**config.mk**
```make
export PLATFORM = sky130hd
export DESIGN_NAME = ddr_subsys_top
export DESIGN_NICKNAME = d
export VERILOG_FILES = /design/src/rtl/ddr_pkg.sv /design/src/rtl/burst_if.sv /design/src/rtl/burst_port.sv /design/src/rtl/port_arbiter.sv /design/src/rtl/ddr_burst_ctrl.sv /design/src/rtl/ddr_subsys_top.sv
export VERILOG_INCLUDE_DIRS = /design/src /design/src/rtl
export SDC_FILE = /design/constraint.sdc
export NUM_CORES = 1
export LEC_CHECK = 0
export BUFFER_PORTS_ARGS = -buffer_cell sky130_fd_sc_hd__buf_2
export CORE_AREA = 2 2 367 369
export DETAILED_ROUTE_END_ITERATION = 16
export DIE_AREA = 0 0 369 371
export SLEW_MARGIN = 20
export SYNTH_ARGS = -nofsm -noshare
export SYNTH_HDL_FRONTEND = slang
export SYNTH_HIERARCHICAL = 1
export SYNTH_SLANG_ARGS = --single-unit
export TNS_END_PERCENT = 50
```
**constraint.sdc**
```tcl
create_clock -name clk -period 11.14 [get_ports clk]
set_input_delay 1.114 -clock clk [delete_from_list [all_inputs] [get_ports clk]]
set_output_delay 1.114 -clock clk [all_outputs]
set_load 0.05 [all_outputs]
```
**src/rtl/ddr_params.svh**
```systemverilog
`ifndef DDR_PARAMS_SVH
`define DDR_PARAMS_SVH

// Width of one app data beat.
`define DDR_DATA_W 128

// Width of the app address bus.
`define DDR_ADDR_W 28

// Burst length field, 1 to 1023 beats.
`define DDR_LEN_W 10

// Address increment between consecutive app commands.
`define DDR_ADDR_STEP 8

// Number of client ports, 1 to 8.
`define DDR_NUM_PORTS 3

`endif

```
**src/rtl/ddr_pkg.sv**
```systemverilog
package ddr_pkg;

	// Burst controller states.
	typedef enum logic [2:0] {
		IDLE    = 3'd0,
		RD_CMD  = 3'd1,
		RD_WAIT = 3'd2,
		WR_XFER = 3'd3,
		WR_WAIT = 3'd4,
		RD_END  = 3'd5,
		WR_END  = 3'd6
	} ctrl_state_t;

	// Command codes on the app interface.
	typedef enum logic [2:0] {
		CMD_WRITE = 3'd0,
		CMD_READ  = 3'd1
	} app_cmd_t;

	// Direction of a client burst.
	typedef enum logic {
		DIR_READ  = 1'b0,
		DIR_WRITE = 1'b1
	} burst_dir_t;

endpackage

```
**src/rtl/burst_if.sv**
```systemverilog
`include "ddr_params.svh"

interface burst_if;
	import ddr_pkg::*;

	// Request side, driven by the requester.
	logic                   req;
	burst_dir_t             dir;
	logic [`DDR_LEN_W-1:0]  len;
	logic [`DDR_ADDR_W-1:0] addr;
	logic [`DDR_DATA_W-1:0] wr_data;

	// Response side, driven by the arbiter or the controller.
	logic                   start;
	logic                   data_req;
	logic                   rd_valid;
	logic [`DDR_DATA_W-1:0] rd_data;
	logic                   finish;

	modport port (
		output req, dir, len, addr, wr_data,
		input  start, data_req, rd_valid, rd_data, finish
	);

	modport arb (
		input  req, dir, len, addr, wr_data,
		output start, data_req, rd_valid, rd_data, finish
	);

	modport ctrl (
		input  req, dir, len, addr, wr_data,
		output start, data_req, rd_valid, rd_data, finish
	);

endinterface

```
**src/rtl/burst_port.sv**
```systemverilog
`include "ddr_params.svh"

module burst_port (
	input  logic                   clk,
	input  logic                   rst,
	input  logic                   rd_req,
	input  logic                   wr_req,
	input  logic [`DDR_LEN_W-1:0]  burst_len,
	input  logic [`DDR_ADDR_W-1:0] burst_addr,
	input  logic [`DDR_DATA_W-1:0] wr_data,
	output logic                   busy,
	output logic                   wr_data_req,
	output logic                   rd_data_valid,
	output logic                   burst_finish,
	output logic [`DDR_DATA_W-1:0] rd_data,
	burst_if.port                  bus
);
	import ddr_pkg::*;

	logic                   req_r;
	logic                   busy_r;
	logic                   accept;
	burst_dir_t             dir_r;
	logic [`DDR_LEN_W-1:0]  len_r;
	logic [`DDR_ADDR_W-1:0] addr_r;

	// A new request is only taken when the previous burst has finished.
	assign accept = !busy_r && (rd_req || wr_req);

	always_ff @(posedge clk or posedge rst) begin
		if (rst) begin
			req_r  <= 1'b0;
			busy_r <= 1'b0;
		end else if (accept) begin
			req_r  <= 1'b1;
			busy_r <= 1'b1;
		end else begin
			if (bus.start) begin
				req_r <= 1'b0;
			end
			if (bus.finish) begin
				busy_r <= 1'b0;
			end
		end
	end

	// Read wins when both strobes arrive together.
	always_ff @(posedge clk) begin
		if (accept) begin
			dir_r  <= rd_req ? DIR_READ : DIR_WRITE;
			len_r  <= burst_len;
			addr_r <= burst_addr;
		end
	end

	assign bus.req     = req_r;
	assign bus.dir     = dir_r;
	assign bus.len     = len_r;
	assign bus.addr    = addr_r;
	assign bus.wr_data = wr_data;

	assign busy          = busy_r;
	assign wr_data_req   = bus.data_req;
	assign rd_data_valid = bus.rd_valid;
	assign rd_data       = bus.rd_data;
	assign burst_finish  = bus.finish;

endmodule

```
**src/rtl/port_arbiter.sv**
```systemverilog
`include "ddr_params.svh"

module port_arbiter (
	input  logic  clk,
	input  logic  rst,
	burst_if.arb  ports [`DDR_NUM_PORTS],
	burst_if.port ctrl
);
	import ddr_pkg::*;

	localparam int NP    = `DDR_NUM_PORTS;
	localparam int SEL_W = (NP > 1) ? $clog2(NP) : 1;

	logic [NP-1:0]          req_vec;
	burst_dir_t             dir_vec [NP];
	logic [`DDR_LEN_W-1:0]  len_vec [NP];
	logic [`DDR_ADDR_W-1:0] addr_vec [NP];
	logic [`DDR_DATA_W-1:0] wdata_vec [NP];

	logic             active;
	logic             found;
	logic [SEL_W-1:0] last_grant;
	logic [SEL_W-1:0] pick;
	logic [SEL_W-1:0] sel;

	for (genvar i = 0; i < NP; i++) begin : g_lane
		assign req_vec[i]   = ports[i].req;
		assign dir_vec[i]   = ports[i].dir;
		assign len_vec[i]   = ports[i].len;
		assign addr_vec[i]  = ports[i].addr;
		assign wdata_vec[i] = ports[i].wr_data;

		// Strobes go to the selected port only, read data is shared.
		assign ports[i].start    = ctrl.start && (sel == SEL_W'(i));
		assign ports[i].data_req = ctrl.data_req && (sel == SEL_W'(i));
		assign ports[i].rd_valid = ctrl.rd_valid && (sel == SEL_W'(i));
		assign ports[i].finish   = ctrl.finish && (sel == SEL_W'(i));
		assign ports[i].rd_data  = ctrl.rd_data;
	end

	// Search starts one past the previous owner and wraps around.
	always_comb begin
		int idx;
		found = 1'b0;
		pick  = last_grant;
		for (int k = 1; k <= NP; k++) begin
			idx = (int'(last_grant) + k) % NP;
			if (!found && req_vec[idx]) begin
				found = 1'b1;
				pick  = SEL_W'(idx);
			end
		end
	end

	assign sel = active ? last_grant : pick;

	assign ctrl.req     = !active && found;
	assign ctrl.dir     = dir_vec[sel];
	assign ctrl.len     = len_vec[sel];
	assign ctrl.addr    = addr_vec[sel];
	assign ctrl.wr_data = wdata_vec[sel];

	// The pointer resets to the last port so that port 0 wins first.
	always_ff @(posedge clk or posedge rst) begin
		if (rst) begin
			active     <= 1'b0;
			last_grant <= SEL_W'(NP - 1);
		end else if (ctrl.start) begin
			active     <= 1'b1;
			last_grant <= pick;
		end else if (ctrl.finish) begin
			active <= 1'b0;
		end
	end

endmodule

```
**src/rtl/ddr_burst_ctrl.sv**
```systemverilog
`include "ddr_params.svh"

module ddr_burst_ctrl (
	input  logic                   clk,
	input  logic                   rst,
	burst_if.ctrl                  bus,
	output logic [`DDR_ADDR_W-1:0] app_addr,
	output ddr_pkg::app_cmd_t      app_cmd,
	output logic                   app_en,
	output logic                   app_wdf_wren,
	output logic                   app_wdf_end,
	output logic [`DDR_DATA_W-1:0] app_wdf_data,
	input  logic [`DDR_DATA_W-1:0] app_rd_data,
	input  logic                   app_rd_data_valid,
	input  logic                   app_rdy,
	input  logic                   app_wdf_rdy,
	input  logic                   init_calib_complete
);
	import ddr_pkg::*;

	ctrl_state_t state;

	logic                  app_en_r;
	logic [`DDR_LEN_W-1:0] cmd_cnt;
	logic [`DDR_LEN_W-1:0] wr_cnt;
	logic [`DDR_LEN_W-1:0] rd_cnt;
	logic [`DDR_LEN_W-1:0] len_m1;

	logic cmd_fire;
	logic wr_fire;
	logic rd_fire;
	logic cmd_last;
	logic wr_last;
	logic rd_last;
	logic cmds_left;

	assign len_m1 = bus.len - 1'b1;

	// Every beat of progress needs calibration to be complete.
	assign app_en   = app_en_r && init_calib_complete;
	assign cmd_fire = app_en && app_rdy;
	assign wr_fire  = (state == WR_XFER) && app_wdf_rdy && init_calib_complete;
	assign rd_fire  = app_rd_data_valid && init_calib_complete &&
		((state == RD_CMD) || (state == RD_WAIT));

	assign cmd_last = (cmd_cnt == len_m1);
	assign wr_last  = (wr_cnt == len_m1);
	assign rd_last  = (rd_cnt == len_m1);

	// Commands still pending after this cycle.
	assign cmds_left = app_en_r && !(cmd_fire && cmd_last);

	// Each write beat is one app word, so every beat is also the last one.
	assign app_wdf_wren = wr_fire;
	assign app_wdf_end  = wr_fire;
	assign app_wdf_data = bus.wr_data;

	assign bus.start    = (state == IDLE) && bus.req && init_calib_complete;
	assign bus.data_req = wr_fire;
	assign bus.rd_valid = rd_fire;
	assign bus.rd_data  = app_rd_data;
	assign bus.finish   = (state == RD_END) || (state == WR_END);

	always_ff @(posedge clk or posedge rst) begin
		if (rst) begin
			state    <= IDLE;
			app_en_r <= 1'b0;
			cmd_cnt  <= '0;
			wr_cnt   <= '0;
			rd_cnt   <= '0;
		end else begin
			if (cmd_fire) begin
				cmd_cnt <= cmd_cnt + 1'b1;
				if (cmd_last) begin
					app_en_r <= 1'b0;
				end
			end
			if (wr_fire) begin
				wr_cnt <= wr_cnt + 1'b1;
			end
			if (rd_fire) begin
				rd_cnt <= rd_cnt + 1'b1;
			end

			case (state)
				IDLE: begin
					if (bus.start) begin
						app_en_r <= 1'b1;
						cmd_cnt  <= '0;
						wr_cnt   <= '0;
						rd_cnt   <= '0;
						state    <= (bus.dir == DIR_READ) ? RD_CMD : WR_XFER;
					end
				end
				RD_CMD: begin
					if (rd_fire && rd_last) begin
						state <= RD_END;
					end else if (cmd_fire && cmd_last) begin
						state <= RD_WAIT;
					end
				end
				RD_WAIT: begin
					if (rd_fire && rd_last) begin
						state <= RD_END;
					end
				end
				WR_XFER: begin
					// Data may finish before or after the commands.
					if (wr_fire && wr_last) begin
						state <= cmds_left ? WR_WAIT : WR_END;
					end
				end
				WR_WAIT: begin
					if (cmd_fire && cmd_last) begin
						state <= WR_END;
					end
				end
				RD_END: begin
					state <= IDLE;
				end
				WR_END: begin
					state <= IDLE;
				end
				default: begin
					state <= IDLE;
				end
			endcase
		end
	end

	// Address and command are loaded at start and held under back-pressure.
	always_ff @(posedge clk) begin
		if (bus.start) begin
			app_addr <= bus.addr;
			app_cmd  <= (bus.dir == DIR_READ) ? CMD_READ : CMD_WRITE;
		end else if (cmd_fire) begin
			app_addr <= app_addr + `DDR_ADDR_W'(`DDR_ADDR_STEP);
		end
	end

endmodule

```
**src/rtl/ddr_subsys_top.sv**
```systemverilog
`include "ddr_params.svh"

module ddr_subsys_top (
	input  logic                                   clk,
	input  logic                                   rst,
	input  logic [`DDR_NUM_PORTS-1:0]              rd_req,
	input  logic [`DDR_NUM_PORTS-1:0]              wr_req,
	input  logic [`DDR_NUM_PORTS*`DDR_LEN_W-1:0]   burst_len,
	input  logic [`DDR_NUM_PORTS*`DDR_ADDR_W-1:0]  burst_addr,
	input  logic [`DDR_NUM_PORTS*`DDR_DATA_W-1:0]  wr_data,
	output logic [`DDR_NUM_PORTS-1:0]              busy,
	output logic [`DDR_NUM_PORTS-1:0]              wr_data_req,
	output logic [`DDR_NUM_PORTS-1:0]              rd_data_valid,
	output logic [`DDR_NUM_PORTS-1:0]              burst_finish,
	output logic [`DDR_DATA_W-1:0]                 rd_data,
	output logic [`DDR_ADDR_W-1:0]                 app_addr,
	output ddr_pkg::app_cmd_t                      app_cmd,
	output logic                                   app_en,
	output logic [`DDR_DATA_W-1:0]                 app_wdf_data,
	output logic                                   app_wdf_end,
	output logic [`DDR_DATA_W/8-1:0]               app_wdf_mask,
	output logic                                   app_wdf_wren,
	input  logic [`DDR_DATA_W-1:0]                 app_rd_data,
	input  logic                                   app_rd_data_valid,
	input  logic                                   app_rdy,
	input  logic                                   app_wdf_rdy,
	input  logic                                   init_calib_complete
);

	localparam int NP = `DDR_NUM_PORTS;

	logic [`DDR_DATA_W-1:0] port_rd_data [NP];

	burst_if port_bus [NP] ();
	burst_if ctrl_bus ();

	for (genvar i = 0; i < NP; i++) begin : g_port
		burst_port port_i (
			.clk           (clk),
			.rst           (rst),
			.rd_req        (rd_req[i]),
			.wr_req        (wr_req[i]),
			.burst_len     (burst_len[i*`DDR_LEN_W +: `DDR_LEN_W]),
			.burst_addr    (burst_addr[i*`DDR_ADDR_W +: `DDR_ADDR_W]),
			.wr_data       (wr_data[i*`DDR_DATA_W +: `DDR_DATA_W]),
			.busy          (busy[i]),
			.wr_data_req   (wr_data_req[i]),
			.rd_data_valid (rd_data_valid[i]),
			.burst_finish  (burst_finish[i]),
			.rd_data       (port_rd_data[i]),
			.bus           (port_bus[i])
		);
	end

	port_arbiter arb_i (
		.clk   (clk),
		.rst   (rst),
		.ports (port_bus),
		.ctrl  (ctrl_bus)
	);

	ddr_burst_ctrl ctrl_i (
		.clk                 (clk),
		.rst                 (rst),
		.bus                 (ctrl_bus),
		.app_addr            (app_addr),
		.app_cmd             (app_cmd),
		.app_en              (app_en),
		.app_wdf_wren        (app_wdf_wren),
		.app_wdf_end         (app_wdf_end),
		.app_wdf_data        (app_wdf_data),
		.app_rd_data         (app_rd_data),
		.app_rd_data_valid   (app_rd_data_valid),
		.app_rdy             (app_rdy),
		.app_wdf_rdy         (app_wdf_rdy),
		.init_calib_complete (init_calib_complete)
	);

	// Read data is broadcast to every port, so one lane carries the shared bus.
	assign rd_data = port_rd_data[0];

	assign app_wdf_mask = '0;

endmodule

```
# Yosys cells after proc, flatten, opt, wreduce, memory -nomap -nowiden
# Cells that the tools add are included.
totals:
  register_bits: 191
  in_bits: 638
  out_inout_bits: 318
  word_cells: 179
classes:
  addsub: 8
  div: 3
  n_lt_le_gt_ge: 4
  eq_ne: 16
  n_mux: 70
  bitwise_logic: 1
  n_reduce_logical: 53
op_table:
  columns: ["op", "n"]
  rows:
  - ["128-bit binary-select mux with 2-bit select", 1]
  - ["128-bit two-way mux", 2]
  - ["28-bit two-way mux", 4]
  - ["10-bit two-way mux", 11]
  - ["32-bit by 4-bit less-than comparator with 1-bit output (second input constant)", 3]
  - ["32-bit by 3-bit remainder unit with 32-bit output (second input constant)", 3]
  - ["28-bit binary-select mux with 2-bit select", 1]
  - ["1-bit two-way mux", 33]
  - ["10-bit by 1-bit adder with 10-bit output (second input constant)", 3]
  - ["10-bit == test", 3]
  - ["1-bit logical AND", 30]
  - ["28-bit by 4-bit adder with 28-bit output (second input constant)", 1]
  - ["10-bit binary-select mux with 2-bit select", 1]
  - ["3-bit two-way mux", 6]
  - ["2-bit nonzero test", 8]
  - ["3-bit one-hot mux with 5 select lines", 1]
  - ["2-bit two-way mux", 6]
  - ["10-bit by 1-bit subtractor with 10-bit output (second input constant)", 1]
  - ["3-bit == test (second input constant)", 3]
  - ["1-bit binary-select mux with 2-bit select", 4]
  - ["1-bit zero test", 7]
  - ["2-bit by 2-bit adder with 3-bit output (second input constant)", 2]
  - ["3-bit by 2-bit == test with 1-bit output (second input constant)", 2]
  - ["2-bit inequality test (second input constant)", 3]
  - ["other kinds (12)", 16]

# Logic depth before layout (Yosys ltp)
depth:
  ltp_word: 25
  depth_mapped: 24
  depth_no_buf: 17

# Hierarchy
# Netlist, hierarchy kept.
modules_own_cells:
  columns: ["mod", "instances", "cells_each", "area_each_um2", "seq_area_each_um2"]
  rows:
  - ["burst_port", 3, 308, 3200.6, 1221.2]
  - ["port_arbiter", 1, 848, 6916.6, 76.3]
  - ["ddr_burst_ctrl", 1, 726, 6204.7, 1721.7]
  - ["ddr_subsys_top", 1, 17, 123.9, 0.0]

# Worst setup path after synthesis
# OpenSTA, ideal clock, no wires.
synth_path:
  kind: "register to register"
  from: "register arb_i.last_grant[0]"
  to: "register ctrl_i.state[2]"
  setup_time_ps: 92
  arrival_ps: 4936
  required_time_ps: 11048
  setup_slack_ps: 6112
  path_stages_with_launch: 24
  n_path_buf: 6
  period_less_slack_ps: 5028
  path_cell_list: "dfrtp_1 -> inv_1 -> ha_1 -> clkbuf_1 -> nand3b_1 -> o21a_1 -> a311o_1 -> a222oi_1 -> buf_2 -> buf_4 -> mux2i_1 -> o2bb2ai_1 -> buf_2 -> inv_1 -> ha_1 -> buf_4 -> or3b_1 -> buf_2 -> o21ai_2 -> o221a_2 -> o211ai_2 -> or4_4 -> maj3_2 -> o31ai_2"
synth_via:
  elab_chain_len: 22
  elab_cells_between_ends: 48
  cone_classes: "add/sub (4); div (3); eq/ne (8); mux (21); bitwise (1); reduce/logical (11)"
synth_rtl:
  columns: ["element", "line_no", "rtl"]
  rows:
  - ["from (decl)", "port_arbiter.sv:22", "logic [SEL_W-1:0] last_grant;"]
  - ["from (signal assigned)", "port_arbiter.sv:67", "last_grant <= SEL_W'(NP - 1);"]
  - ["from (signal assigned)", "port_arbiter.sv:70", "last_grant <= pick;"]
  - ["2-bit by 1-bit adder with 3-bit output", "port_arbiter.sv:47", "idx = (int'(last_grant) + k) % NP;"]
  - ["32-bit by 3-bit remainder unit with 32-bit output", "port_arbiter.sv:47", null]
  - ["1-bit binary-select mux with 2-bit select", "port_arbiter.sv:48", "if (!found && req_vec[idx]) begin"]
  - ["1-bit two-way mux (not written as such) (2 in series)", "port_arbiter.sv:48", null]
  - ["1-bit two-way mux", "port_arbiter.sv:48", null]
  - ["1-bit zero test", "port_arbiter.sv:48", null]
  - ["1-bit logical AND", "port_arbiter.sv:48", null]
  - ["1-bit two-way mux", "port_arbiter.sv:48", null]
  - ["(+5 left out)", null, null]
  - ["10-bit binary-select mux with 2-bit select (*)", "port_arbiter.sv:59", "assign ctrl.len = len_vec[sel];"]
  - ["10-bit two-way mux (not written as such) (*) (2 in series)", "port_arbiter.sv:59", null]
  - ["named net ctrl_bus.len[0]", "burst_if.sv:9", "logic [`DDR_LEN_W-1:0] len;"]
  - ["10-bit by 1-bit subtractor with 10-bit output (*)", "ddr_burst_ctrl.sv:37", "assign len_m1 = bus.len - 1'b1;"]
  - ["10-bit == test, on equally long branches", "ddr_burst_ctrl.sv:48, ddr_burst_ctrl.sv:46, ddr_burst_ctrl.sv:47", null]
  - ["1-bit logical AND, on equally long branches", null, null]
  - ["3-bit inequality test (no line) (tied with other cells)", null, null]
  - ["5-bit AND reduction (no line) or 3-bit one-hot mux with 5 select lines (tied branches)", null, null]
  - ["to (signal assigned)", "ddr_burst_ctrl.sv:92", "state <= (bus.dir == DIR_READ) ? RD_CMD : WR_XFER;"]
  - ["to (signal assigned)", "ddr_burst_ctrl.sv:110", "state <= cmds_left ? WR_WAIT : WR_END;"]
  - ["to (decl)", "ddr_burst_ctrl.sv:21", "ctrl_state_t state;"]
# The timed path passes the listed nets; every way through them passes the cells marked *. The select of a mux whose other input is x is not followed.
# A chain may end at the register's enable or synchronous reset.

# Worst setup path in the final report
layout_path:
  from: "register arb_i.last_grant[0]"
  to: "output port app_wdf_data[86]"
layout_via:
  elab_chain_len: 17
  elab_cells_between_ends: 29
  cone_classes: "add/sub (3); div (3); mux (18); bitwise (1); reduce/logical (4)"
layout_rtl:
  columns: ["element", "line_no", "rtl"]
  rows:
  - ["2-bit by 1-bit adder with 3-bit output", "port_arbiter.sv:47", null]
  - ["32-bit by 3-bit remainder unit with 32-bit output", "port_arbiter.sv:47", null]
  - ["1-bit binary-select mux with 2-bit select", "port_arbiter.sv:48", null]
  - ["1-bit two-way mux (not written as such) (2 in series)", "port_arbiter.sv:48", null]
  - ["1-bit two-way mux", "port_arbiter.sv:48", null]
  - ["1-bit zero test", "port_arbiter.sv:48", null]
  - ["1-bit logical AND", "port_arbiter.sv:48", null]
  - ["1-bit two-way mux", "port_arbiter.sv:48", null]
  - ["1-bit zero test", "port_arbiter.sv:48", null]
  - ["1-bit logical AND", "port_arbiter.sv:48", null]
  - ["2-bit two-way mux", "port_arbiter.sv:48", null]
  - ["2-bit two-way mux (*)", "port_arbiter.sv:55", "assign sel = active ? last_grant : pick;"]
  - ["2-bit NOT with 3-bit output (not written as such) (*)", "port_arbiter.sv:61", "assign ctrl.wr_data = wdata_vec[sel];"]
  - ["128-bit binary-select mux with 2-bit select (*)", "port_arbiter.sv:61", null]
  - ["128-bit two-way mux (not written as such) (*) (2 in series)", "port_arbiter.sv:61", null]
  - ["to (decl)", "ddr_subsys_top.sv:19", "output logic [`DDR_DATA_W-1:0] app_wdf_data,"]
# Every way passes the cells marked *; elsewhere a longest branch is shown, timed or not. The select of a mux whose other input is x is not followed.

==> results.cfg <==
[global_routing]
grt_pass1_wl_um = 110000
antenna_found_initial = 116
track_usage_pct = 12.0
grt_start_max_net_pins = 133
grt.overflow.total = 0
first_global_vias = 12000

[flow_run]
cap_violations = 0

[clock_tree]
cts_buffers = 17
cts.reportedPaths.clkPinSlew_ns = 0.08
cts_tree = built
cts_hold_buf = 0
cts_max_level = 4
cts_root_buf = clkbuf_16
cts.sinks = 189
cts_setup_buffers = 0
ctsResizeCount = 0
worstSkewPairLatency_ns = 0.47
clock_path_buffers = 2

[cells_and_area]
fillers = 15200
ff_latch_area_um2 = 5460
fin_area_um2 = 18000
area.growth.synth_to_final_pct = -5.04
final_common_cell = buf_2
multi_input_area_um2 = 6090
mostFrequentLayoutCells = 681 x buf_2, 175 x mux2i_1, 166 x o2bb2ai_1, 146 x edfxtp_1, 62 x nor2_1
fin_nets = 2370
final_layout_size_suffix_gt1_share_pct = 43.1

[sta]
min_period_ns = 6.62
hold_slack_ns = 0.556
max_freq_ghz = 0.151
slew_violations = 0
final.setup.tns_ns = 0
finalWorstSetupSlack_ns = 4.52
fin_crit_sh_pct = 59.5
finalHoldViolCount = 0
setup_viol = 0
relSlewSlack_pct = 24.1
rsz0062_at_grt = no
skew_ns = 0.0160
worst_slew_pin_slew_ns = 1.14

[routing]
num_vias = 12300
drtPass1Iterations = 5
avgViaCountPerCell = 3.51
drc = 0
wl_per_cell_um = 24.6
ant_nets = 0
drtIter0Drc = 721
wl_um = 86400

[power]
power.internal_uw = 1170
peakVddDrop_mv = 0.163
power_density_nw_per_um2 = 92.1
power_switching_uw = 490
seqPwrFrac_pct = 45.6
clkPwrFrac_pct = 37.2
swShare_pct = 29.5
p_leak_uw = 0.00801
comb_power_share_pct = 17.2

[synthesis]
syn_area_um2 = 19000
synthCells = 2003
synth_warnings = 6
avgSynthCellArea_um2 = 9.49

[critical_path]
crit_chain = inv_1, ha_1, mux2i_1, o21ai_1, o311ai_0, a21boi_4, buf_4, buf_4, buf_4, o2bb2ai_1, buf_2
required_ns = 10.03
end_kind = primary output
critPathSlowestCell = buf_4
cp_data_arrival_time_ns = 5.51
crit_type = register to primary output
critPathLaunchType = register
worst-path-max-fanout = 68
cpPeakStageDelay_ns = 0.76
path_common_cell = buf_4

[die]
core-area_um2 = 133000
rows = 134
initial_core_util_pct = 14.3
die_w_um = 369
dieArea_um2 = 137000
die_height_um = 371
pin_count = 956

[place]
port_buffers = 681
post-dp-hpwl_um = 74700
gp_congestion = 0.862
dpl_worst_slack_ns = 5.14
place_area_um2 = 17400

[min_path]
min_path_type = input pin to async pin

[run_status]
status = finished clean
## per-stage QoR
step                      total power, uW  std cells  util, %
after detailed placement             1060       3472     13.1
after CTS                            1680       3504     13.6
after global routing                 1720       3512     13.6
after global placement               1060       3472     13.1
final                                1660       3517     13.6
after floorplan                      1230       2019        -
## power by group through the flow
stage	registers, uW	clock network (uW)	logic [uW]
2_1_floorplan	773	0	455
3_3_place_gp	773	0	286
3_5_place_dp	773	0	288
4_1_cts	757	638	288
5_1_grt	757	663	302
6_report	757	618	286
## path summary, 6_finish.rpt
check,from,to,slack (ns),cells past startpoint
max reg2reg,arb_i/last_grant[1],ctrl_i/state[2],5.19,16
min reg2reg,ctrl_i/cmd_cnt[9],ctrl_i/cmd_cnt[9],0.57,2
min,rst,g_port[2].port_i/bus.req,0.56,2
max,arb_i/last_grant[0],app_wdf_data[86],4.52,11
min in group clk,ctrl_i/cmd_cnt[9],ctrl_i/cmd_cnt[9],0.57,2
max in group asynchronous,rst,ctrl_i/wr_cnt[1],9.98,3
## layout make-up
type	instances	share of cell area (%)
Antenna cell	13	0.180
Clock buffer	18	2.38
Clock inverter	14	0.853
Inverter	30	0.624
Multi-Input combinational cell	790	33.8
Sequential cell	189	30.3
Tap cell	1768	12.3
Timing Repair Buffer	695	19.7
## critical path, delay by kind of cell (launching register included)
| kind | cells | cell delay, ns |
|---|---|---|
| buffers and inverters | 5 | 2.24 |
| AO/OA/AOI/OAI | 4 | 1.47 |
| flip-flops | 1 | 0.47 |
| multiplexers | 1 | 0.35 |
| adder cells (fa/ha/maj) | 1 | 0.31 |
## sequential cells by signal, indices dropped and copies added, names as in the netlist, 3 cells and up
signal,count
g_port.port_i/bus.addr,84
g_port.port_i/bus.len,30
ctrl_i/app_addr,28
ctrl_i/cmd_cnt,10
ctrl_i/rd_cnt,10
ctrl_i/wr_cnt,10
ctrl_i/state,3
g_port.port_i/bus.dir,3
g_port.port_i/bus.req,3
g_port.port_i/busy,3
## per-layer routing
metal  vias to the layer above  routed length [um]  track usage (%)
li1                       5430                   -                -
met1                      5652               31900             13.1
met3                       253               10600             6.14
met4                        48                2670             3.15
met5                         -                 512             1.22
met2                       947               40600             20.4
Note: power is estimated with default switching activity, not from simulation.
